### config.mk
export PLATFORM = sky130hd
export DESIGN_NAME = bp_gshare
export DESIGN_NICKNAME = d
export VERILOG_FILES = /design/src/bp_pkg.sv /design/src/bp_gshare.sv
export SDC_FILE = /design/constraint.sdc
export NUM_CORES = 2
export LEC_CHECK = 0
export BUFFER_PORTS_ARGS = -buffer_cell sky130_fd_sc_hd__buf_4
export CELL_PAD_IN_SITES_DETAIL_PLACEMENT = 1
export CELL_PAD_IN_SITES_GLOBAL_PLACEMENT = 1
export CORE_MARGIN = 2
export CORE_UTILIZATION = 48
export DETAILED_ROUTE_END_ITERATION = 10
export HOLD_SLACK_MARGIN = 0.08
export PLACE_DENSITY_LB_ADDON = 0.25
export SLEW_MARGIN = 20
export SYNTH_ARGS = -nofsm -noshare
export SYNTH_HDL_FRONTEND = slang
export SYNTH_SLANG_ARGS = --single-unit
### constraint.sdc
create_clock -name i_clk -period 3.6 [get_ports i_clk]
set_clock_uncertainty 0.05 [all_clocks]
set_input_delay 0.54 -clock i_clk [delete_from_list [all_inputs] [get_ports i_clk]]
set_output_delay 0.54 -clock i_clk [all_outputs]
set_load 0.01 [all_outputs]
### src/bp_pkg.sv
// --------------------------------------------------
// branch predictor shared definitions
// fetch block geometry, counter type, address views
// --------------------------------------------------

package bp_pkg;

  // ----------------------------------------------
  // address and fetch block geometry
  // ----------------------------------------------
  localparam int VADDR_W = 32;
  typedef logic [VADDR_W-1:0] vaddr_t;

  // four 4-byte lanes per 16-byte block
  localparam int LANES  = 4;
  localparam int LANE_W = 2;

  // ----------------------------------------------
  // gshare history and tables
  // ----------------------------------------------
  localparam int GHIST_W = 8;
  typedef logic [GHIST_W-1:0] ghist_t;

  // 2-bit counter, msb set means taken
  typedef logic [1:0] bim_t;
  localparam bim_t BIM_INIT = 2'b10;

  // ----------------------------------------------
  // btb geometry
  // ----------------------------------------------
  localparam int BTB_IDX_W = 4;
  localparam int BTB_TAG_W = VADDR_W - BTB_IDX_W - LANE_W - 2;

  // one fetch address seen by the btb and by gshare
  typedef union packed {
    struct packed {
      logic [BTB_TAG_W-1:0] tag;
      logic [BTB_IDX_W-1:0] idx;
      logic [LANE_W-1:0]    lane;
      logic [1:0]           byte_off;
    } btb;
    struct packed {
      logic [VADDR_W-GHIST_W-LANE_W-3:0] upper;
      ghist_t                            hist;
      logic [LANE_W-1:0]                 lane;
      logic [1:0]                        byte_off;
    } gs;
  } fetch_pc_u;

endpackage

### src/bp_gshare.sv
// --------------------------------------------------
// gshare direction predictor
// history register, counter tables, taken-lane pick
// --------------------------------------------------

`timescale 1ns/1ps

module bp_gshare
  import bp_pkg::*;
(
  input  logic               i_clk,
  input  logic               i_reset_n,

  input  logic               i_s0_valid,
  input  vaddr_t             i_s0_pc,

  // from the btb
  input  logic [LANES-1:0]   i_s1_hit,
  input  logic [LANES-1:0]   i_s1_is_cond,
  input  logic [LANES-1:0]   i_s2_hit,
  input  vaddr_t [LANES-1:0] i_s2_target,

  // from the update stage
  input  logic               i_wr_valid,
  input  logic [LANE_W-1:0]  i_wr_lane,
  input  ghist_t             i_wr_index,
  input  bim_t               i_wr_bim,
  input  logic               i_wr_repair,
  input  ghist_t             i_wr_repair_bhr,

  output logic               o_s2_valid,
  output bim_t [LANES-1:0]   o_s2_bim_value,
  output ghist_t [LANES-1:0] o_s2_index,
  output ghist_t [LANES-1:0] o_s2_bhr,
  output logic [LANES-1:0]   o_s2_pred_taken,
  output logic               o_s2_predict_valid,
  output vaddr_t             o_s2_target
);

  localparam int ENTRIES = 2 ** GHIST_W;

  fetch_pc_u w_s0_pc;
  ghist_t    w_s0_index;

  ghist_t    r_bhr;
  logic      r_s1_valid;
  ghist_t    r_s1_index;

  bim_t [LANES-1:0] w_s1_bim;
  ghist_t           w_hist_chain [LANES+1];
  logic [LANES-1:0] w_s2_taken_oh;

  assign w_s0_pc    = i_s0_pc;
  assign w_s0_index = r_bhr ^ w_s0_pc.gs.hist;

  // ----------------------------------------------
  // history register
  // ----------------------------------------------
  // commit repair wins over a speculative shift
  always_ff @(posedge i_clk, negedge i_reset_n) begin
    if (!i_reset_n) begin
      r_bhr <= '0;
    end else if (i_wr_repair) begin
      r_bhr <= i_wr_repair_bhr;
    end else if (r_s1_valid) begin
      r_bhr <= w_hist_chain[LANES];
    end
  end

  always_ff @(posedge i_clk, negedge i_reset_n) begin
    if (!i_reset_n) begin
      r_s1_valid <= 1'b0;
      o_s2_valid <= 1'b0;
    end else begin
      r_s1_valid <= i_s0_valid;
      o_s2_valid <= r_s1_valid;
    end
  end

  always_ff @(posedge i_clk) begin
    r_s1_index <= w_s0_index;
  end

  // s1 shift chain, lane 0 first
  assign w_hist_chain[0] = r_bhr;

  // ----------------------------------------------
  // per-lane counter tables
  // ----------------------------------------------
  for (genvar l = 0; l < LANES; l++) begin : g_lane
    bim_t               r_bim_tbl [ENTRIES];
    logic [ENTRIES-1:0] r_init_valid;
    logic               w_wr_lane;
    logic               w_bypass;
    bim_t               r_s1_bim;
    logic               r_s1_init;

    assign w_wr_lane = i_wr_valid & (i_wr_lane == LANE_W'(l));
    // write landing on the entry being read this cycle
    assign w_bypass  = w_wr_lane & (i_wr_index == w_s0_index);

    always_ff @(posedge i_clk) begin
      if (w_wr_lane) begin
        r_bim_tbl[i_wr_index] <= i_wr_bim;
      end
      r_s1_bim <= w_bypass ? i_wr_bim : r_bim_tbl[w_s0_index];
    end

    always_ff @(posedge i_clk, negedge i_reset_n) begin
      if (!i_reset_n) begin
        r_init_valid <= '0;
        r_s1_init    <= 1'b0;
      end else begin
        if (w_wr_lane) begin
          r_init_valid[i_wr_index] <= 1'b1;
        end
        r_s1_init <= w_bypass | r_init_valid[w_s0_index];
      end
    end

    // never written entries read as weakly taken
    assign w_s1_bim[l] = r_s1_init ? r_s1_bim : BIM_INIT;

    assign w_hist_chain[l+1] = (i_s1_hit[l] & i_s1_is_cond[l]) ?
                               {w_hist_chain[l][GHIST_W-2:0], w_s1_bim[l][1]} :
                               w_hist_chain[l];
  end

  // ----------------------------------------------
  // s1 -> s2 results
  // ----------------------------------------------
  always_ff @(posedge i_clk) begin
    for (int l = 0; l < LANES; l++) begin
      o_s2_bim_value[l] <= w_s1_bim[l];
      o_s2_index[l]     <= r_s1_index;
      // history seen before this lane's own bit
      o_s2_bhr[l]       <= w_hist_chain[l];
    end
  end

  // ----------------------------------------------
  // s2 direction and target
  // ----------------------------------------------
  always_comb begin
    for (int l = 0; l < LANES; l++) begin
      o_s2_pred_taken[l] = o_s2_bim_value[l][1] & i_s2_hit[l];
    end
  end

  // isolate the lowest taken lane
  assign w_s2_taken_oh      = o_s2_pred_taken & (~o_s2_pred_taken + LANES'(1));
  assign o_s2_predict_valid = |o_s2_pred_taken;

  always_comb begin
    o_s2_target = '0;
    for (int l = 0; l < LANES; l++) begin
      o_s2_target = o_s2_target | ({VADDR_W{w_s2_taken_oh[l]}} & i_s2_target[l]);
    end
  end

endmodule

# Yosys cells after proc, flatten, opt, wreduce, memory -nomap -nowiden
# Memory sizes are Yosys's and may differ from the RTL's. A register that Yosys moved wholly into a read port is not among the register bits.
# Cells that the tools add are included.
word_totals:
  in_bits: 197
  ff_bits: 1094
  ram_bits: 2048
  out_inout_bits: 110
  word_cells: 103
  latchBits: 0
  mem_bits_ro: 0
  mem_count: 4
mem_list:
  columns: ["memory", "depth", "word_bits", "rd", "rd_clocked_by_memory_dff", "write_ports", "line_no", "source"]
  rows:
  - ["g_lane[0].r_bim_tbl", 256, 2, 1, 1, 1, "bp_gshare.sv:91", "bim_t r_bim_tbl [ENTRIES];"]
  - ["g_lane[1].r_bim_tbl", 256, 2, 1, 1, 1, "bp_gshare.sv:91", null]
  - ["g_lane[2].r_bim_tbl", 256, 2, 1, 1, 1, "bp_gshare.sv:91", null]
  - ["g_lane[3].r_bim_tbl", 256, 2, 1, 1, 1, "bp_gshare.sv:91", null]
classes:
  n_div: 0
  mux: 28
  order_cmp: 3
  n_addsub: 1
  reduce_logical: 4
  n_eq_ne: 4
  shift: 0
  bitwise: 34
  n_mul: 0
op_table:
  columns: ["operator", "n"]
  rows:
  - ["$or 256x256->256", 4]
  - ["$and 32x32->32", 4]
  - ["$or 32x32->32", 3]
  - ["$mux 8", 6]
  - ["$bmux 1 s8", 4]
  - ["$lt 8x9->1 const B", 2]
  - ["$and 1x1->1", 16]
  - ["$mux 1", 13]
  - ["$demux 1 s8", 1]
  - ["$eq 8x8->1", 1]
  - ["$ge 8x1->1 const B", 1]
  - ["$mux 2", 4]
  - ["$xor 8x8->8", 1]
  - ["$add 4x1->4 const B", 1]
  - ["$and 4x4->4", 1]
  - ["$eq 2x2->1 const B", 2]
  - ["$not 4->4", 1]
  - ["$or 1x1->1", 4]
  - ["$reduce_or 4->1", 1]
  - ["$eq 2x1->1 const B", 1]
  - ["$logic_not 2->1", 1]
  - ["$reduce_bool 2->1", 1]
  - ["$logic_and 1x1->1", 1]

# Depth between registers and ports, before layout
logic_depth:
  word_depth: 8
  mapped_depth: 15
  depth_no_buf: 10

# Worst setup path after synthesis
# OpenSTA, ideal clock, no wires.
synth_timing:
  path_kind: "in2reg"
  startpoint: "input i_s0_pc[4]"
  endpoint: "register g_lane[0].r_s1_init"
  required_time_ps: 3395
  t_arrival_ps: 3217
  cell_stages: 8
  setup_slack_ps: 179
  path_cell_list: "xnor2_1 -> buf_2 -> buf_1 -> mux4_2 -> mux4_2 -> mux4_2 -> mux2i_1 -> o221ai_1"
synth_between:
  elab_chain_cells: 4
synth_rtl:
  columns: ["element", "line_no", "source"]
  rows:
  - ["start, declared", "bp_gshare.sv:15", "input vaddr_t i_s0_pc,"]
  - ["$xor 8x8->8 (*)", "bp_gshare.sv:54", "assign w_s0_index = r_bhr ^ w_s0_pc.gs.hist;"]
  - ["$bmux 1 s8 or $eq 8x8->1 (tied branches)", "bp_gshare.sv:117, bp_gshare.sv:100", null]
  - ["$mux 1 (not written as such) or $and 1x1->1 (tied branches)", "bp_gshare.sv:117, bp_gshare.sv:100", null]
  - ["$or 1x1->1 (*)", "bp_gshare.sv:117", "r_s1_init <= w_bypass | r_init_valid[w_s0_index];"]
  - ["end signal, assigned", "bp_gshare.sv:117", null]
  - ["end, declared", "bp_gshare.sv:96", "logic r_s1_init;"]
# Mark *: on every way between the ends. The rest lies on a longest branch, timed or not. The select of a mux whose other input is x is not followed.
# A chain may end at the register's enable or synchronous reset.

# Worst setup path in the final report
layout_timing:
  startpoint: "register r_bhr[0]"
  endpoint: "register g_lane[1].r_s1_init"
layout_between:
  elab_chain_cells: 4
layout_rtl:
  columns: ["element", "line_no", "source"]
  rows:
  - ["start, declared", "bp_gshare.sv:45", "ghist_t r_bhr;"]
  - ["start signal, assigned", "bp_gshare.sv:64", "r_bhr <= i_wr_repair_bhr;"]
  - ["start signal, assigned", "bp_gshare.sv:66", "r_bhr <= w_hist_chain[LANES];"]
  - ["$xor 8x8->8 (*)", "bp_gshare.sv:54", null]
  - ["$bmux 1 s8 or $eq 8x8->1 (tied branches)", "bp_gshare.sv:117, bp_gshare.sv:100", null]
  - ["$mux 1 (not written as such) or $and 1x1->1 (tied branches)", "bp_gshare.sv:117, bp_gshare.sv:100", null]
  - ["$or 1x1->1 (*)", "bp_gshare.sv:117", null]
  - ["end signal, assigned", "bp_gshare.sv:117", null]
  - ["end, declared", "bp_gshare.sv:96", null]
# Marks and branches as above.

==> flow_summary.json <==
{
  "vdd_drop_max_uv": 656,
  "yosysSeqAreaShare_pct": 69.9,
  "crit_start": "r_bhr[0]",
  "io_pins": 307,
  "place_inst": 11300,
  "area_delta_synth_final_pct": 18.6,
  "cts_tree": "built",
  "num_vias": 74700,
  "hpwl_mm": 287,
  "synth_ff_type": "edfxtp_1",
  "antenna_found_initial": 28,
  "arrival_ns": 4.42,
  "power_w": 0.0888,
  "post-route-util_pct": 57.3,
  "syn_nets": 7658,
  "final_cells": 12100,
  "hp-class": "primary input to async pin",
  "clk_pin_slew_ns": 0.06,
  "fp.coreArea_um2": 263000,
  "synth_cell_types": 59,
  "routed_wl_mm": 421,
  "path_cells": "xnor2_4 > buf_12 > buf_12 > clkbuf_16 > buf_6 > mux4_2 > mux4_2 > mux4_2 > mux2i_2 > o221ai_1",
  "power.density_nw_per_um2": 591,
  "grt_overflow": 0,
  "grt_max_degree": 172,
  "yosysTopAreaCell": "edfxtp_1",
  "setup_ws_ns": -0.0666,
  "status": "finished with violations",
  "power_frac_comb_pct": 16.9,
  "fin_nets": 8465,
  "synth_area_per_cell_um2": 17.0,
  "ant_nets": 0,
  "setup_viol": 6,
  "io_buffers": 282,
  "worstPathMaxFanout": 9,
  "grt_pass1_wl_mm": 595,
  "rsz0062_at_grt": "true",
  "swShare_pct": 26.0,
  "htree_levels": 5,
  "leakage_nw": 58.7,
  "gp_congestion": 1.00,
  "p_switching_w": 0.0231,
  "syn_inst": 7461,
  "first_iter_violations": 8216,
  "p_int_w": 0.0657,
  "post-route-min-period_ns": 3.67,
  "cts_num_sinks": 3142,
  "grt.total_usage_pct": 31.1,
  "r2r-start": "r_bhr[0]",
  "clk_latency_ns": 0.98,
  "cp-end-kind": "flop",
  "slew_headroom_pct": 28.2,
  "finalHoldViolCount": 0,
  "fillers": 23400,
  "vias_per_cell": 6.19,
  "die_w_um": 518,
  "start_util_pct": 48.3,
  "reg2reg_slack_ns": -0.07,
  "die_h_um": 518,
  "ys_top_cells_by_area": "edfxtp_1 49%, dfrtp_1 20%, mux4_2 16%, or2_2 5.1%, nor2_1 3.3%",
  "slew_viol_final": 0,
  "slowest_stage": "mux4_2",
  "root_buffer": "clkbuf_16",
  "p_seq_share_pct": 44.3,
  "timing.critical_path.from_type": "flop",
  "num_rows": 188,
  "worstSetupPathType": "flop to flop",
  "drive_gt1_share_pct": 40.2,
  "synth_seq_cells": 3142,
  "maxCapViolCount": 0,
  "clk_path_buf_depth": 4,
  "preCtsSetupSlack_ns": -0.691,
  "wl_per_cell_um": 34.9,
  "drtPass1Iterations": 6,
  "critPathMostFrequentCell": "mux4_2",
  "timing.hold.ws_ns": 0.118,
  "drc_errors": 0,
  "synth_edf_count": 2048,
  "synth_top_area_share_pct": 48.5,
  "cts_buffers": 337,
  "ys_warn_count": 0,
  "netlist_area_um2": 127000,
  "min_period_over_period_pct": 102,
  "dieArea_um2": 268000,
  "fmax_mhz": 273,
  "max_slew.worst_pin.slew_ns": 1.08,
  "async_flop_share_pct": 33.0,
  "p_clk_share_pct": 38.8,
  "violations": "setup timing",
  "cpPeakStageDelay_ns": 0.58,
  "grt_pass1_vias": 79300,
  "crit_required_ns": 4.36
}
==> cell usage after synthesis, types with 7 or more instances <==
cell type  instances
edfxtp_1        2048
nor2_1          1101
dfrtp_1         1038
or2_2           1025
mux4_2           915
nand2_1          335
clkbuf_1         225
buf_1             93
a22oi_1           81
mux2i_1           76
buf_2             71
dfxtp_1           56
buf_4             45
a221o_1           33
a21oi_1           26
inv_1             24
nand3_1           22
a221oi_1          18
a22o_1            18
nand2b_1          16
nor2b_1           15
nor3_1            15
and2_1            11
o21ai_0           11
mux2_2            10
nor4_1            10
xnor2_1           10
nand4_1            9
o22ai_1            9
buf_6              8
a31oi_1            7
o221ai_1           7
==> stage by stage <==
step,setup TNS (ns),instance area (um^2)
floorplan,0,127000
global placement,-7.97,137000
detailed placement,-7.97,137000
CTS,-0.241,149000
global route,-0.406,150000
finish,-0.213,150000
==> worst max-delay path, delay by kind of cell, from the launching register on <==
family / cells / cell delay [ns]
flops: 1 / 0.46
compound gates: 1 / 0.16
buf+inv: 4 / 0.64
xor+xnor: 1 / 0.23
mux: 4 / 1.92
==> kinds of logic (layout without fill, tap and decap cells) <==
| group | Yosys count | in the layout | share of synthesized area [%] |
|---|---|---|---|
| AOI/OAI and AO/OA | 253 | 253 | 1.55 |
| muxes | 1001 | 1001 | 16.9 |
| and+or+nand+nor | 2579 | 2579 | 9.87 |
| DFF | 3142 | 3142 | 69.9 |
| other | 0 | 8 | 0 |
| xor gates and xnor gates | 16 | 16 | 0.111 |
| buffers and inverters | 470 | 1540 | 1.64 |
==> sequential cells by signal (all words and copies together) (netlist names) <==
signal / flops
g_lane.r_init_valid: 1024
r_bhr: 8
o_s2_valid: 1
o_s2_bim_value: 8
r_s1_index: 8
o_s2_bhr: 32
g_lane.r_bim_tbl: 2048
g_lane.r_s1_init: 4
r_s1_valid: 1
o_s2_index: 8
==> path summary, 6_finish.rpt <==
| path | cells past startpoint | end |
|---|---|---|
| worst max-delay path | 10 | g_lane[1].r_s1_init |
| worst min-delay path | 2 | g_lane[2].r_init_valid[125] |
| worst max register to register | 10 | g_lane[1].r_s1_init |
| worst min register to register | 1 | g_lane[2].r_init_valid[185] |
| max in group asynchronous | 4 | r_bhr[0] |
| min in group i_clk | 4 | r_bhr[0] |
==> layer usage <==
| metal | wire length (um) | GRT usage, % | share of wire [%] |
|---|---|---|---|
| met5 | 83 | 0 | 0.020 |
| met4 | 23000 | 15.3 | 5.5 |
| met3 | 37100 | 7.29 | 8.8 |
| met2 | 204000 | 49.7 | 48 |
| met1 | 157000 | 40.2 | 37 |
==> power groups by stage <==
stage                     registers (W)  clock network, W  logic [W]
after global routing             0.0394            0.0361     0.0153
final                            0.0393            0.0345     0.0150
after floorplan                  0.0399                 0    0.00664
after detailed placement         0.0401                 0     0.0136
after CTS                        0.0393            0.0348     0.0141
after global placement           0.0401                 0     0.0134
==> placed cells by master (no fill, tap or decap), types with 95 or more instances in the layout <==
cell | netlist | layout
clkbuf_1 | 225 | 95
nor2_1 | 1101 | 1090
clkbuf_16 | 0 | 356
dfrtp_1 | 1038 | 1037
or2_2 | 1025 | 1025
edfxtp_1 | 2048 | 2048
nand2_1 | 335 | 333
buf_4 | 45 | 669
mux4_2 | 915 | 915
buf_12 | 0 | 147
==> final cells by class <==
cell class | instances | area, um^2 | area share [%]
antenna | 8 | 20.0 | 0.0133
clock buffer | 479 | 9470 | 6.30
clock inverter | 123 | 1320 | 0.880
inverter | 28 | 114 | 0.0758
multi-input combinational | 3849 | 36900 | 24.5
sequential | 3142 | 88600 | 59.0
tap | 3515 | 4400 | 2.93
timing repair buffer | 910 | 9510 | 6.33
==> timing repair <==
item                                    in CTS  in global routing
resized for setup                           76                103
hold buffers                                27                  0
endpoints found under the setup margin      27                 18
buffers inserted                            22                 69
gates cloned                                 3                 16
endpoints found under the hold margin      372                  0
pin swaps                                    4                 17
Note: power is estimated with default switching activity, not from simulation.
