<file path="src/bp_pkg.sv">
// --------------------------------------------------
// branch predictor shared definitions
// fetch block geometry, counter type, address views
// --------------------------------------------------

package bp_pkg;

  // ----------------------------------------------
  // address and fetch block geometry
  // ----------------------------------------------
  localparam int VADDR_W = 32;
  typedef logic [VADDR_W-1:0] vaddr_t;

  // four 4-byte lanes per 16-byte block
  localparam int LANES  = 4;
  localparam int LANE_W = 2;

  // ----------------------------------------------
  // gshare history and tables
  // ----------------------------------------------
  localparam int GHIST_W = 8;
  typedef logic [GHIST_W-1:0] ghist_t;

  // 2-bit counter, msb set means taken
  typedef logic [1:0] bim_t;
  localparam bim_t BIM_INIT = 2'b10;

  // ----------------------------------------------
  // btb geometry
  // ----------------------------------------------
  localparam int BTB_IDX_W = 4;
  localparam int BTB_TAG_W = VADDR_W - BTB_IDX_W - LANE_W - 2;

  // one fetch address seen by the btb and by gshare
  typedef union packed {
    struct packed {
      logic [BTB_TAG_W-1:0] tag;
      logic [BTB_IDX_W-1:0] idx;
      logic [LANE_W-1:0]    lane;
      logic [1:0]           byte_off;
    } btb;
    struct packed {
      logic [VADDR_W-GHIST_W-LANE_W-3:0] upper;
      ghist_t                            hist;
      logic [LANE_W-1:0]                 lane;
      logic [1:0]                        byte_off;
    } gs;
  } fetch_pc_u;

endpackage

</file>
<file path="src/bp_update_stage.sv">
// --------------------------------------------------
// commit update stage
// filters dead updates, computes the new counter
// --------------------------------------------------

`timescale 1ns/1ps

module bp_update_stage
  import bp_pkg::*;
(
  input  logic              i_clk,
  input  logic              i_reset_n,

  input  logic              i_upd_valid,
  input  logic              i_upd_dead,
  input  vaddr_t            i_upd_pc,
  input  logic              i_upd_taken,
  input  logic              i_upd_mispredict,
  input  logic              i_upd_is_cond,
  input  vaddr_t            i_upd_target,
  input  bim_t              i_upd_bim_value,
  input  ghist_t            i_upd_gshare_index,
  input  ghist_t            i_upd_bhr,

  output logic              o_wr_valid,
  output logic [LANE_W-1:0] o_wr_lane,
  output ghist_t            o_wr_index,
  output bim_t              o_wr_bim,
  output vaddr_t            o_wr_pc,
  output logic              o_wr_taken,
  output logic              o_wr_is_cond,
  output vaddr_t            o_wr_target,
  output logic              o_wr_repair,
  output ghist_t            o_wr_repair_bhr
);

  fetch_pc_u w_upd_pc;
  logic      w_live;
  bim_t      w_next_bim;

  assign w_upd_pc = i_upd_pc;
  assign w_live   = i_upd_valid & ~i_upd_dead;

  // saturated counter that agrees with the outcome holds
  always_comb begin
    if (i_upd_taken && (i_upd_bim_value == 2'b11)) begin
      w_next_bim = i_upd_bim_value;
    end else if (!i_upd_taken && (i_upd_bim_value == 2'b00)) begin
      w_next_bim = i_upd_bim_value;
    end else if (i_upd_taken) begin
      w_next_bim = bim_t'(i_upd_bim_value + 2'b01);
    end else begin
      w_next_bim = bim_t'(i_upd_bim_value - 2'b01);
    end
  end

  always_ff @(posedge i_clk, negedge i_reset_n) begin
    if (!i_reset_n) begin
      o_wr_valid  <= 1'b0;
      o_wr_repair <= 1'b0;
    end else begin
      o_wr_valid  <= w_live;
      o_wr_repair <= w_live & i_upd_mispredict;
    end
  end

  // payload, only looked at while o_wr_valid is high
  always_ff @(posedge i_clk) begin
    o_wr_lane       <= w_upd_pc.btb.lane;
    o_wr_index      <= i_upd_gshare_index;
    o_wr_bim        <= w_next_bim;
    o_wr_pc         <= i_upd_pc;
    o_wr_taken      <= i_upd_taken;
    o_wr_is_cond    <= i_upd_is_cond;
    o_wr_target     <= i_upd_target;
    // history as it should have been after this branch
    o_wr_repair_bhr <= {i_upd_bhr[GHIST_W-2:0], i_upd_taken};
  end

endmodule

</file>
<file path="config.mk">
export PLATFORM = sky130hd
export DESIGN_NAME = bp_update_stage
export DESIGN_NICKNAME = d
export VERILOG_FILES = /design/src/bp_pkg.sv /design/src/bp_update_stage.sv
export SDC_FILE = /design/constraint.sdc
export NUM_CORES = 1
export LEC_CHECK = 0
export BUFFER_PORTS_ARGS = -buffer_cell sky130_fd_sc_hd__buf_2
export CORE_MARGIN = 1
export CORE_UTILIZATION = 31
export CTS_BUF_LIST = sky130_fd_sc_hd__clkbuf_16
export DETAILED_ROUTE_END_ITERATION = 6
export GPL_TIMING_DRIVEN = 0
export PLACE_DENSITY = 0.73
export SYNTH_ARGS = -nofsm -noshare
export SYNTH_HDL_FRONTEND = slang
export SYNTH_SLANG_ARGS = --single-unit
export TNS_END_PERCENT = 50
</file>
<file path="constraint.sdc">
create_clock -name i_clk -period 0.8 [get_ports i_clk]
set_input_delay 0 -clock i_clk [delete_from_list [all_inputs] [get_ports i_clk]]
set_output_delay 0 -clock i_clk [all_outputs]
set_load 0.1 [all_outputs]
</file>
==> qor.csv, run 1 <==
metric;value;unit
CTS Buf Count;9;
status;aborted with a tool error;
initial antenna violation count;2;
Total GRT Usage;59.1;%
CTS Root Cell;clkbuf_16;
synth unique cells;7;
port buffer count;175;
GP Congestion;0.694;
EDFF count, synth;0;
die width;78.4;um
Mapped Cells;97;
Primary FF master, synth;dfxtp_1;
syn nets;188;
critical endpoint after global-route timing repair;o_wr_pc[2];
Initial Util;32.4;%
Syn. warnings;0;
top post-synthesis cells by count;83 x dfxtp_1, 5 x inv_1, 3 x buf_4, 2 x dfrtp_1, 2 x fa_1;
post-CTS setup repair buffer count;0;
synthesized area;1810;um2
clock buffer depth;2;
#FFs+latches synth;85;
GR Overflow Total;1;
placed inst area;2840;um2
Stopped at;5_1_grt;
post-synthesis sequential area ratio;94.7;%
largest net degree at the start of global routing;14;
type of pin the worst path ends at;top-level output;
IO Count;177;
Log Error;[ERROR GRT-0232] Routing congestion too high. Check the congestion heatmap in the GUI.;
most numerous cell in the Yosys netlist;dfxtp_1;
hpwl dp;3.04;mm
top cell type's share of synthesized area;91.9;%
post-synth top area cell;dfxtp_1;
ys async rst share;2.35;%
syn avg cell area;18.6;um2
clk sinks;85;
H-tree depth;3;
row count;27;
Synth area leaders;dfxtp_1 92%, dfrtp_1 2.8%, fa_1 2.2%;
die height;78.4;um
## metal layers
metal	GRT overflow	GRT usage (%)
met1	0	52.4
met2	1	85.7
met3	0	38.6
met4	0	64.6
met5	0	0
## kinds of logic after synthesis
logic type / after synthesis / share of synthesized area [%]
fa+ha+maj: 2 / 2.21
buf+inv: 8 / 2.28
flops: 85 / 94.7
simple gates: 2 / 0.831
## metrics by stage
step,setup WS [ns],cells
after CTS,-0.148,445
after global placement,-0.0116,344
after floorplan,-0.109,97
after detailed placement,-0.0143,344
## what timing repair did
item,4_1_cts
endpoints found under the hold margin,85
hold buffers,85
setup endpoints to repair,88
pin swaps,0
gates resized for setup,388
==> inputs of run 2 (changes only) <==
- CORE_UTILIZATION: 31 -> 20
- CTS_BUF_LIST: sky130_fd_sc_hd__clkbuf_16 -> not set
- PLACE_DENSITY: 0.73 -> not set
- PLACE_DENSITY_LB_ADDON: not set -> 0.15
- clock period: 0.8 -> 1.05 ns (I/O delays scaled with it)
==> qor.csv, run 2 <==
metric;value;unit;change
commonest non-fill, non-tap cell in the layout;dlygate4sd3_1;;
CTS Buf Count;9;;unchanged
wire per inst;11.7;um;
post-synth top area cell;dfxtp_1;;
Leak;2.04;nW;
Util after Layout;47.8;%;
RSZ-0062 raised after global routing;yes;;
largest net degree at the start of global routing;15;;
Initial Util;20.7;%;-12 points
GP Congestion;0.616;;-11%
Buf/Inv on CP;1;;
post-route ant nets;0;;
fillcell total;742;;
required time of the critical path;1.05;ns;
synth unique cells;7;;unchanged
delay-heaviest family, CP;flip-flops;;
die height;97.1;um;+24%
top post-synthesis cells by count;83 x dfxtp_1, 5 x inv_1, 3 x buf_4, 2 x dfrtp_1, 2 x fa_1;;
crit path kind;register to output pin;;
layout cells sized above 1;51.5;%;
synthesized area;1810;um2;unchanged
die width;97.1;um;+24%
Crit-path slowest cell;dfxtp_1;;
port buffer count;175;;unchanged
Mapped Cells;97;;unchanged
Starting DRT DRC Count;5;;
CTS Root Cell;clkbuf_8;;
ys async rst share;2.35;%;unchanged
Tmin final;0.994;ns;
VDD IR max;0.804;mV;
total power;8.09;mW;
max-slew violations;0;;
EDFF count, synth;0;;unchanged
Synth area leaders;dfxtp_1 92%, dfrtp_1 2.8%, fa_1 2.2%;;
vias in the first global route;1866;;
clk sinks;85;;unchanged
initial antenna violation count;0;;
PwrDens;1940;nW/um2;
Arrival @ worst endpoint;0.99;ns;
GR Overflow Total;0;;
worst-path cell chain;buf_4;;
Final Setup Violations;0;;
first-pass GRT wire length;8.74;mm;
final-report hold violation count;0;;
Setup TNS;0;ns;
WHS;0.0711;ns;
Detailed Routing Iterations Pass 1;3;;
DRC Markers;0;;
final WL;5.65;mm;
fmax;1.01;GHz;
Syn. warnings;0;;unchanged
Worst Tran Pin Value;0.292;ns;
Max Cap Viol;0;;
vias;1689;;
row count;34;;+26%
Worst Hold Class;primary input to register;;
most frequent cells in the layout;88 x dlygate4sd3_1, 87 x buf_4, 86 x buf_2;;
clock buffer depth;2;;unchanged
Total GRT Usage;12.4;%;
hpwl dp;3.35;mm;+9.9%
biggest regs;o_wr_pc x32, o_wr_target x32;;
Primary FF master, synth;dfxtp_1;;
H-tree depth;3;;unchanged
TritonCTS clock tree;done;;
Antenna diodes;0;;
CP max stage delay;0.35;ns;
relative slew slack;80.7;%;
Area Growth Syn to Fin;131;%;
syn nets;188;;unchanged
DIE AREA;9420;um2;
critical path startpoint category;register;;
#FFs+latches synth;85;;unchanged
IO Count;177;;unchanged
top cell type's share of synthesized area;91.9;%;unchanged
Placeable Area;8720;um2;
Clock transition at path regs;0.09;ns;
status;finished clean;;
Crit. End Element;output pin;;
worst-path fanout max;1;;
Vias/cell;3.50;;
Setup WS pre-CTS;0.230;ns;+0.244 ns
nets;461;;
most numerous cell in the Yosys netlist;dfxtp_1;;
worst setup margin;0.0555;ns;
syn avg cell area;18.6;um2;unchanged
final period utilization;94.7;%;
post-synthesis sequential area ratio;94.7;%;unchanged
==> run 2: cell counts after synthesis <==
No cell type changed its count.
==> run 2: area by class of cell <==
class,instances,area (um2),area share (%)
clock buffer,11,141,3.39
inverter,5,18.8,0.450
clock inverter,5,83.8,2.01
multi-input combinational,4,55.1,1.32
timing repair buffer,262,2000,48.0
buffer,3,22.5,0.540
sequential,85,1710,41.0
tap,108,135,3.24
==> run 2: layer usage <==
| layer | track usage [%] | routed length (um) |
|---|---|---|
| met1 | 10.7 | 1870 |
| met2 | 23.3 | 3220 |
| met3 | 4.46 | 346 |
| met4 | 8.61 | 222 |
| met5 | 0 | 0 |
==> run 2: stage by stage <==
step           instance area (um2)  std cells
2_1_floorplan                 1810         97
3_3_place_gp                  2820        380
3_5_place_dp                  2820        380
4_1_cts                       4160        484
5_1_grt                       4170        483
6_report                      4170        483
==> run 2: final timing paths <==
path                                    start        endpoint  cells after the start
worst max-delay path           o_wr_target[6]  o_wr_target[6]                      1
worst min-delay path       i_upd_bim_value[1]     o_wr_bim[1]                      4
max in group asynchronous           i_reset_n      o_wr_valid                      3
min in group asynchronous           i_reset_n     o_wr_repair                      3
==> run 2: repair_timing <==
item	CTS	global route
hold buffers	88	0
setup endpoints to repair	88	6
setup buffers	0	0
resized for setup	91	5
gates cloned	0	0
endpoints found under the hold margin	86	0
==> run 2: cells by family (layout without fill, tap and decap cells) <==
logic type,Yosys count,count (layout),share of synthesized area [%]
adders and majority gates,2,2,2.21
buffers and inverters,8,286,2.28
and+or+nand+nor,2,2,0.831
DFF,85,85,94.7
==> run 2: report_power, final <==
part / internal [mW] / switching, mW / leakage [nW]
logic: 0.570 / 1.50 / 1.21
clock network: 1.41 / 1.16 / 0.106
registers: 3.40 / 0.0502 / 0.727
Note: power is estimated with default switching activity, not from simulation.
==> inputs of run 3 (changes only) <==
- CORE_UTILIZATION: 20 -> 34
- CTS_CLUSTER_DIAMETER: not set -> 200
==> qor.csv, run 3 (synthesis gave the netlist of run 2 again) <==
metric;value;unit;change
Final Cell Area;4130;um2;-1.0%
DIE AREA;5610;um2;-40%
Antenna diodes;0;;unchanged
Seq pwr share;42.5;%;-0.2 points
placed inst area;2770;um2;-1.7%
Final Setup Violations;1;;+1
post-route ant nets;0;;unchanged
most frequent cells in the layout;88 x buf_4, 88 x dlygate4sd3_1, 87 x buf_2;;
Leak;2.05;nW;+0.46%
Arrival @ worst endpoint;1.34;ns;+0.35 ns
Crit-path slowest cell;dlygate4sd3_1;;
first-pass GRT wire length;8.45;mm;-3.3%
max-slew violations;0;;unchanged
IO Count;177;;unchanged
clk sinks;85;;unchanged
Worst Hold Class;primary input to register;;
Tmin final;1.06;ns;+0.0649 ns
worst-path cell chain;dlygate4sd3_1 > buf_2 > nor2b_1 > dlygate4sd3_1;;
total power;8.12;mW;+0.46%
post-CTS setup repair buffer count;0;;unchanged
vias;1733;;+2.6%
worst setup margin;-0.00936;ns;-0.0649 ns
Buf/Inv on CP;3;;+2
fmax;0.944;GHz;-6.1%
final WL;6.14;mm;+8.7%
Vias/cell;3.89;;+11%
Setup WS pre-CTS;0.231;ns;+0.000505 ns
Area Growth Syn to Fin;128;%;
RSZ-0062 raised after global routing;no;;
GP Congestion;0.735;;+19%
GR Overflow Total;0;;unchanged
Max Cap Viol;0;;unchanged
Util after Layout;80.8;%;+33 points
failing checks;setup timing;;
CP max stage delay;0.56;ns;+0.21 ns
VDD IR max;1.43;mV;+77%
layout cells sized above 1;51.6;%;+0.13 points
Clk pwr share;31.9;%;+0.2 points
switch share;32.3;%;-1.2 points
nets;462;;+0.22%
clock buffer depth;2;;unchanged
row count;26;;-24%
Initial Util;35.4;%;+15 points
DRC Markers;0;;unchanged
Detailed Routing Iterations Pass 1;4;;+1
largest net degree at the start of global routing;15;;unchanged
Starting DRT DRC Count;39;;+34
port buffer count;175;;unchanged
vias in the first global route;1770;;-5.1%
Placeable Area;5110;um2;-41%
H-tree depth;3;;unchanged
Worst Tran Pin Value;0.296;ns;+0.00347 ns
initial antenna violation count;0;;unchanged
wire per inst;13.8;um;+18%
relative slew slack;80.4;%;-0.23 points
CTS Buf Count;9;;unchanged
biggest regs;o_wr_pc x32, o_wr_target x32;;
final-report hold violation count;0;;unchanged
worst-path fanout max;2;;+1
Clock transition at path regs;0.09;ns;about the same
die width;74.9;um;-23%
Comb power frac;25.6;%;about the same
required time of the critical path;1.33;ns;+0.28 ns
delay-heaviest family, CP;buffers and inverters;;
P_sw;2.62;mW;-3.2%
TritonCTS clock tree;done;;
PwrDens;1970;nW/um2;+1.5%
status;finished, violations left;;
Total GRT Usage;21.8;%;+9.4 points
die height;74.9;um;-23%
most numerous cell on the critical path;dlygate4sd3_1;;
critical path startpoint category;primary input;;
Crit. End Element;register;;
Int Pwr;5.50;mW;+2.3%
hpwl dp;3.14;mm;-6.2%
final period utilization;101;%;+6.2 points
CTS Root Cell;clkbuf_8;;
crit path kind;primary input to register;;
## run 3: power by group through the flow
| stage | combinational [mW] | sequential, mW | clock, mW |
|---|---|---|---|
| finish | 2.08 | 3.45 | 2.59 |
| global route | 2.14 | 3.47 | 2.81 |
| CTS | 2.05 | 3.45 | 2.67 |
| detailed placement | 1.69 | 3.51 | 0 |
| global placement | 1.68 | 3.51 | 0 |
| floorplan | 0.0659 | 4.80 | 0 |
## run 3: area by class of cell
| cell class | instances | area [um2] |
|---|---|---|
| Buffer | 3 | 22.5 |
| Fill cell | 262 | 978 |
| Inverter | 5 | 18.8 |
| Clock buffer | 13 | 169 |
| Clock inverter | 3 | 67.6 |
| Timing Repair Buffer | 263 | 2000 |
| Multi-Input combinational cell | 4 | 55.1 |
| Tap cell | 70 | 87.6 |
| Sequential cell | 85 | 1710 |
## run 3: path summary, 6_finish.rpt
path                                    start     endpoint  slack (ns)  cells after the start
max                                i_upd_dead   o_wr_valid      -0.009                      4
max in group asynchronous           i_reset_n  o_wr_repair        0.35                      3
min in group asynchronous           i_reset_n   o_wr_valid        0.55                      3
min                        i_upd_bim_value[1]  o_wr_bim[0]        0.10                      4
## run 3: what timing repair did
item / in CTS / in global routing
resized for setup: 91 / 2
hold buffers: 88 / 0
setup endpoints to repair: 88 / 2
endpoints found under the hold margin: 86 / 0
## run 3: through the flow
stage          hold WS (ns)  TNS (ns)  std cells
2_1_floorplan        -0.296    -0.612         97
3_3_place_gp         -0.213         0        342
3_5_place_dp         -0.213         0        342
4_1_cts              0.0912         0        446
5_1_grt               0.131         0        446
6_report              0.103  -0.00936        446
## run 3: layer usage
metal	up-vias	global-route usage, %	share of wire (%)
met5	-	0	0
met4	0	11.3	2.7
met3	14	11.2	12
met2	119	39.3	52
met1	766	19.9	34
li1	834	-	-
==> inputs of run 4 (changes only) <==
- CORE_MARGIN: 1 -> 2
- CORE_UTILIZATION: 34 -> 37
- PLACE_DENSITY_LB_ADDON: 0.15 -> 0.1
- clock period: 1.05 -> 1.3 ns (I/O delays scaled with it)
==> qor.csv, run 4 (synthesis gave the netlist of run 2 again) <==
metric;value;unit;change
PostCTS Resize Cnt;0;;-100%
WHS;0.0848;ns;-0.0180 ns
Area Growth Syn to Fin;116;%;
CP max stage delay;0.42;ns;-0.14 ns
largest net degree at the start of global routing;14;;-1
Placeable Area;4720;um2;-7.5%
crit path kind;register to output pin;;
Final Cell Area;3910;um2;-5.3%
fillcell total;256;;-2.3%
initial antenna violation count;0;;unchanged
wire per inst;14.3;um;+3.5%
clk sinks;85;;unchanged
port buffer count;175;;unchanged
DRC Markers;0;;unchanged
Final Setup Violations;0;;-1
delay-heaviest family, CP;buffers and inverters;;
Int Pwr;4.55;mW;-17%
Crit-path slowest cell;buf_2;;
GR Overflow Total;0;;unchanged
final-report hold violation count;0;;unchanged
final period utilization;93.0;%;
vias in the first global route;1882;;+6.3%
relative slew slack;66.6;%;-14 points
layout cells sized above 1;51.6;%;unchanged
worst-path cell chain;buf_4 > buf_2;;
max-slew violations;0;;unchanged
placed instance count;339;;-0.88%
Max Used Layer;met4;;
worst setup margin;0.0915;ns;+0.101 ns
Clk pwr share;34.6;%;+2.7 points
vias;1737;;+0.23%
Starting DRT DRC Count;37;;-5.1%
CTS Root Cell;clkbuf_8;;
Total GRT Usage;23.6;%;+1.8 points
IO Count;177;;unchanged
clock buffer depth;2;;unchanged
Worst Tran Pin Value;0.505;ns;+0.209 ns
H-tree depth;3;;unchanged
DIE AREA;5460;um2;-2.7%
Leak;1.98;nW;-3.2%
Worst Hold Class;primary input to register;;
hpwl dp;3.16;mm;+0.78%
required time of the critical path;1.30;ns;-0.03 ns
Setup TNS;0;ns;+0.00936 ns
status;finished clean;;
TritonCTS clock tree;done;;
die height;73.9;um;-1.4%
fmax;0.827;GHz;
final WL;6.32;mm;+2.9%
PwrDens;1710;nW/um2;-13%
WL met3;646;um;-14%
Antenna diodes;0;;unchanged
Crit. End Element;output pin;;
placed inst area;2770;um2;-0.14%
die width;73.9;um;-1.4%
Cell Count, Final, Fillers Out;443;;-0.67%
switch share;31.9;%;-0.34 points
RSZ-0062 raised after global routing;no;;
Max Cap Viol;0;;unchanged
Vias/cell;3.92;;+0.91%
nets;462;;unchanged
total power;6.68;mW;-18%
Tmin final;1.21;ns;
GP Congestion;0.698;;-5.0%
Arrival @ worst endpoint;1.21;ns;-0.13 ns
commonest non-fill, non-tap cell in the layout;buf_2;;
M1 wire length;2.00;mm;-2.8%
post-route ant nets;0;;unchanged
Setup WS pre-CTS;0.482;ns;+0.251 ns
Buf/Inv on CP;2;;-1
P_sw;2.13;mW;-19%
row count;25;;-3.8%
Met2 Routed Length;3.55;mm;+12%
VDD IR max;1.19;mV;-17%
first-pass GRT wire length;9.07;mm;+7.4%
Initial Util;38.3;%;+2.9 points
critical path startpoint category;register;;
worst-path fanout max;2;;unchanged
CTS Buf Count;9;;unchanged
Clock transition at path regs;0.08;ns;about the same
Util after Layout;82.8;%;+1.9 points
Comb power frac;23.8;%;-1.8 points
biggest regs;o_wr_pc x32, o_wr_target x32;;
most frequent cells in the layout;175 x buf_2, 88 x dlygate4sd3_1, 82 x dfxtp_1;;
Seq pwr share;41.6;%;-0.9 points
Detailed Routing Iterations Pass 1;2;;-2
run 4: final cells by class:
class	instances	area (um2)	share of cell area (%)
plain buffers	3	22.5	0.576
clock buffers	13	169	4.32
clock inverters	3	90.1	2.30
inverters	5	18.8	0.480
multi-input cells	4	55.1	1.41
flip-flops and latches	85	1710	43.8
well taps	67	83.8	2.14
repair buffers	263	1760	44.9
run 4: tightest hold or removal path, stage by stage:
cell and delay [ns]:
buf_2 0.10, inv_1 0.09, fa_1 0.17, inv_1 0.03
run 4: routing by layer:
metal	vias up	GRT usage (%)
li1	838	-
met1	783	20.3
met2	107	46.7
met3	9	7.96
met4	0	12.5
met5	-	0
run 4: power groups by stage:
stage | combinational [mW] | clock, mW | sequential (mW)
final | 1.59 | 2.31 | 2.78
after global routing | 1.63 | 2.45 | 2.79
after CTS | 1.57 | 2.33 | 2.77
after detailed placement | 1.36 | 0 | 2.83
after global placement | 1.36 | 0 | 2.83
after floorplan | 0.0533 | 0 | 3.88
run 4: repair_timing:
action,in CTS,in global routing
endpoints found under the hold margin,86,0
hold buffers,88,0
buffers inserted,0,0
run 4: path summary, 6_finish.rpt:
path	startpoint	slack [ns]	depth (start not counted)	to
worst max-delay path	o_wr_pc[3]	0.09	2	o_wr_pc[3]
worst min-delay path	i_upd_bim_value[1]	0.08	4	o_wr_bim[0]
max in group asynchronous	i_reset_n	0.64	3	o_wr_valid
min in group asynchronous	i_reset_n	0.54	3	o_wr_repair
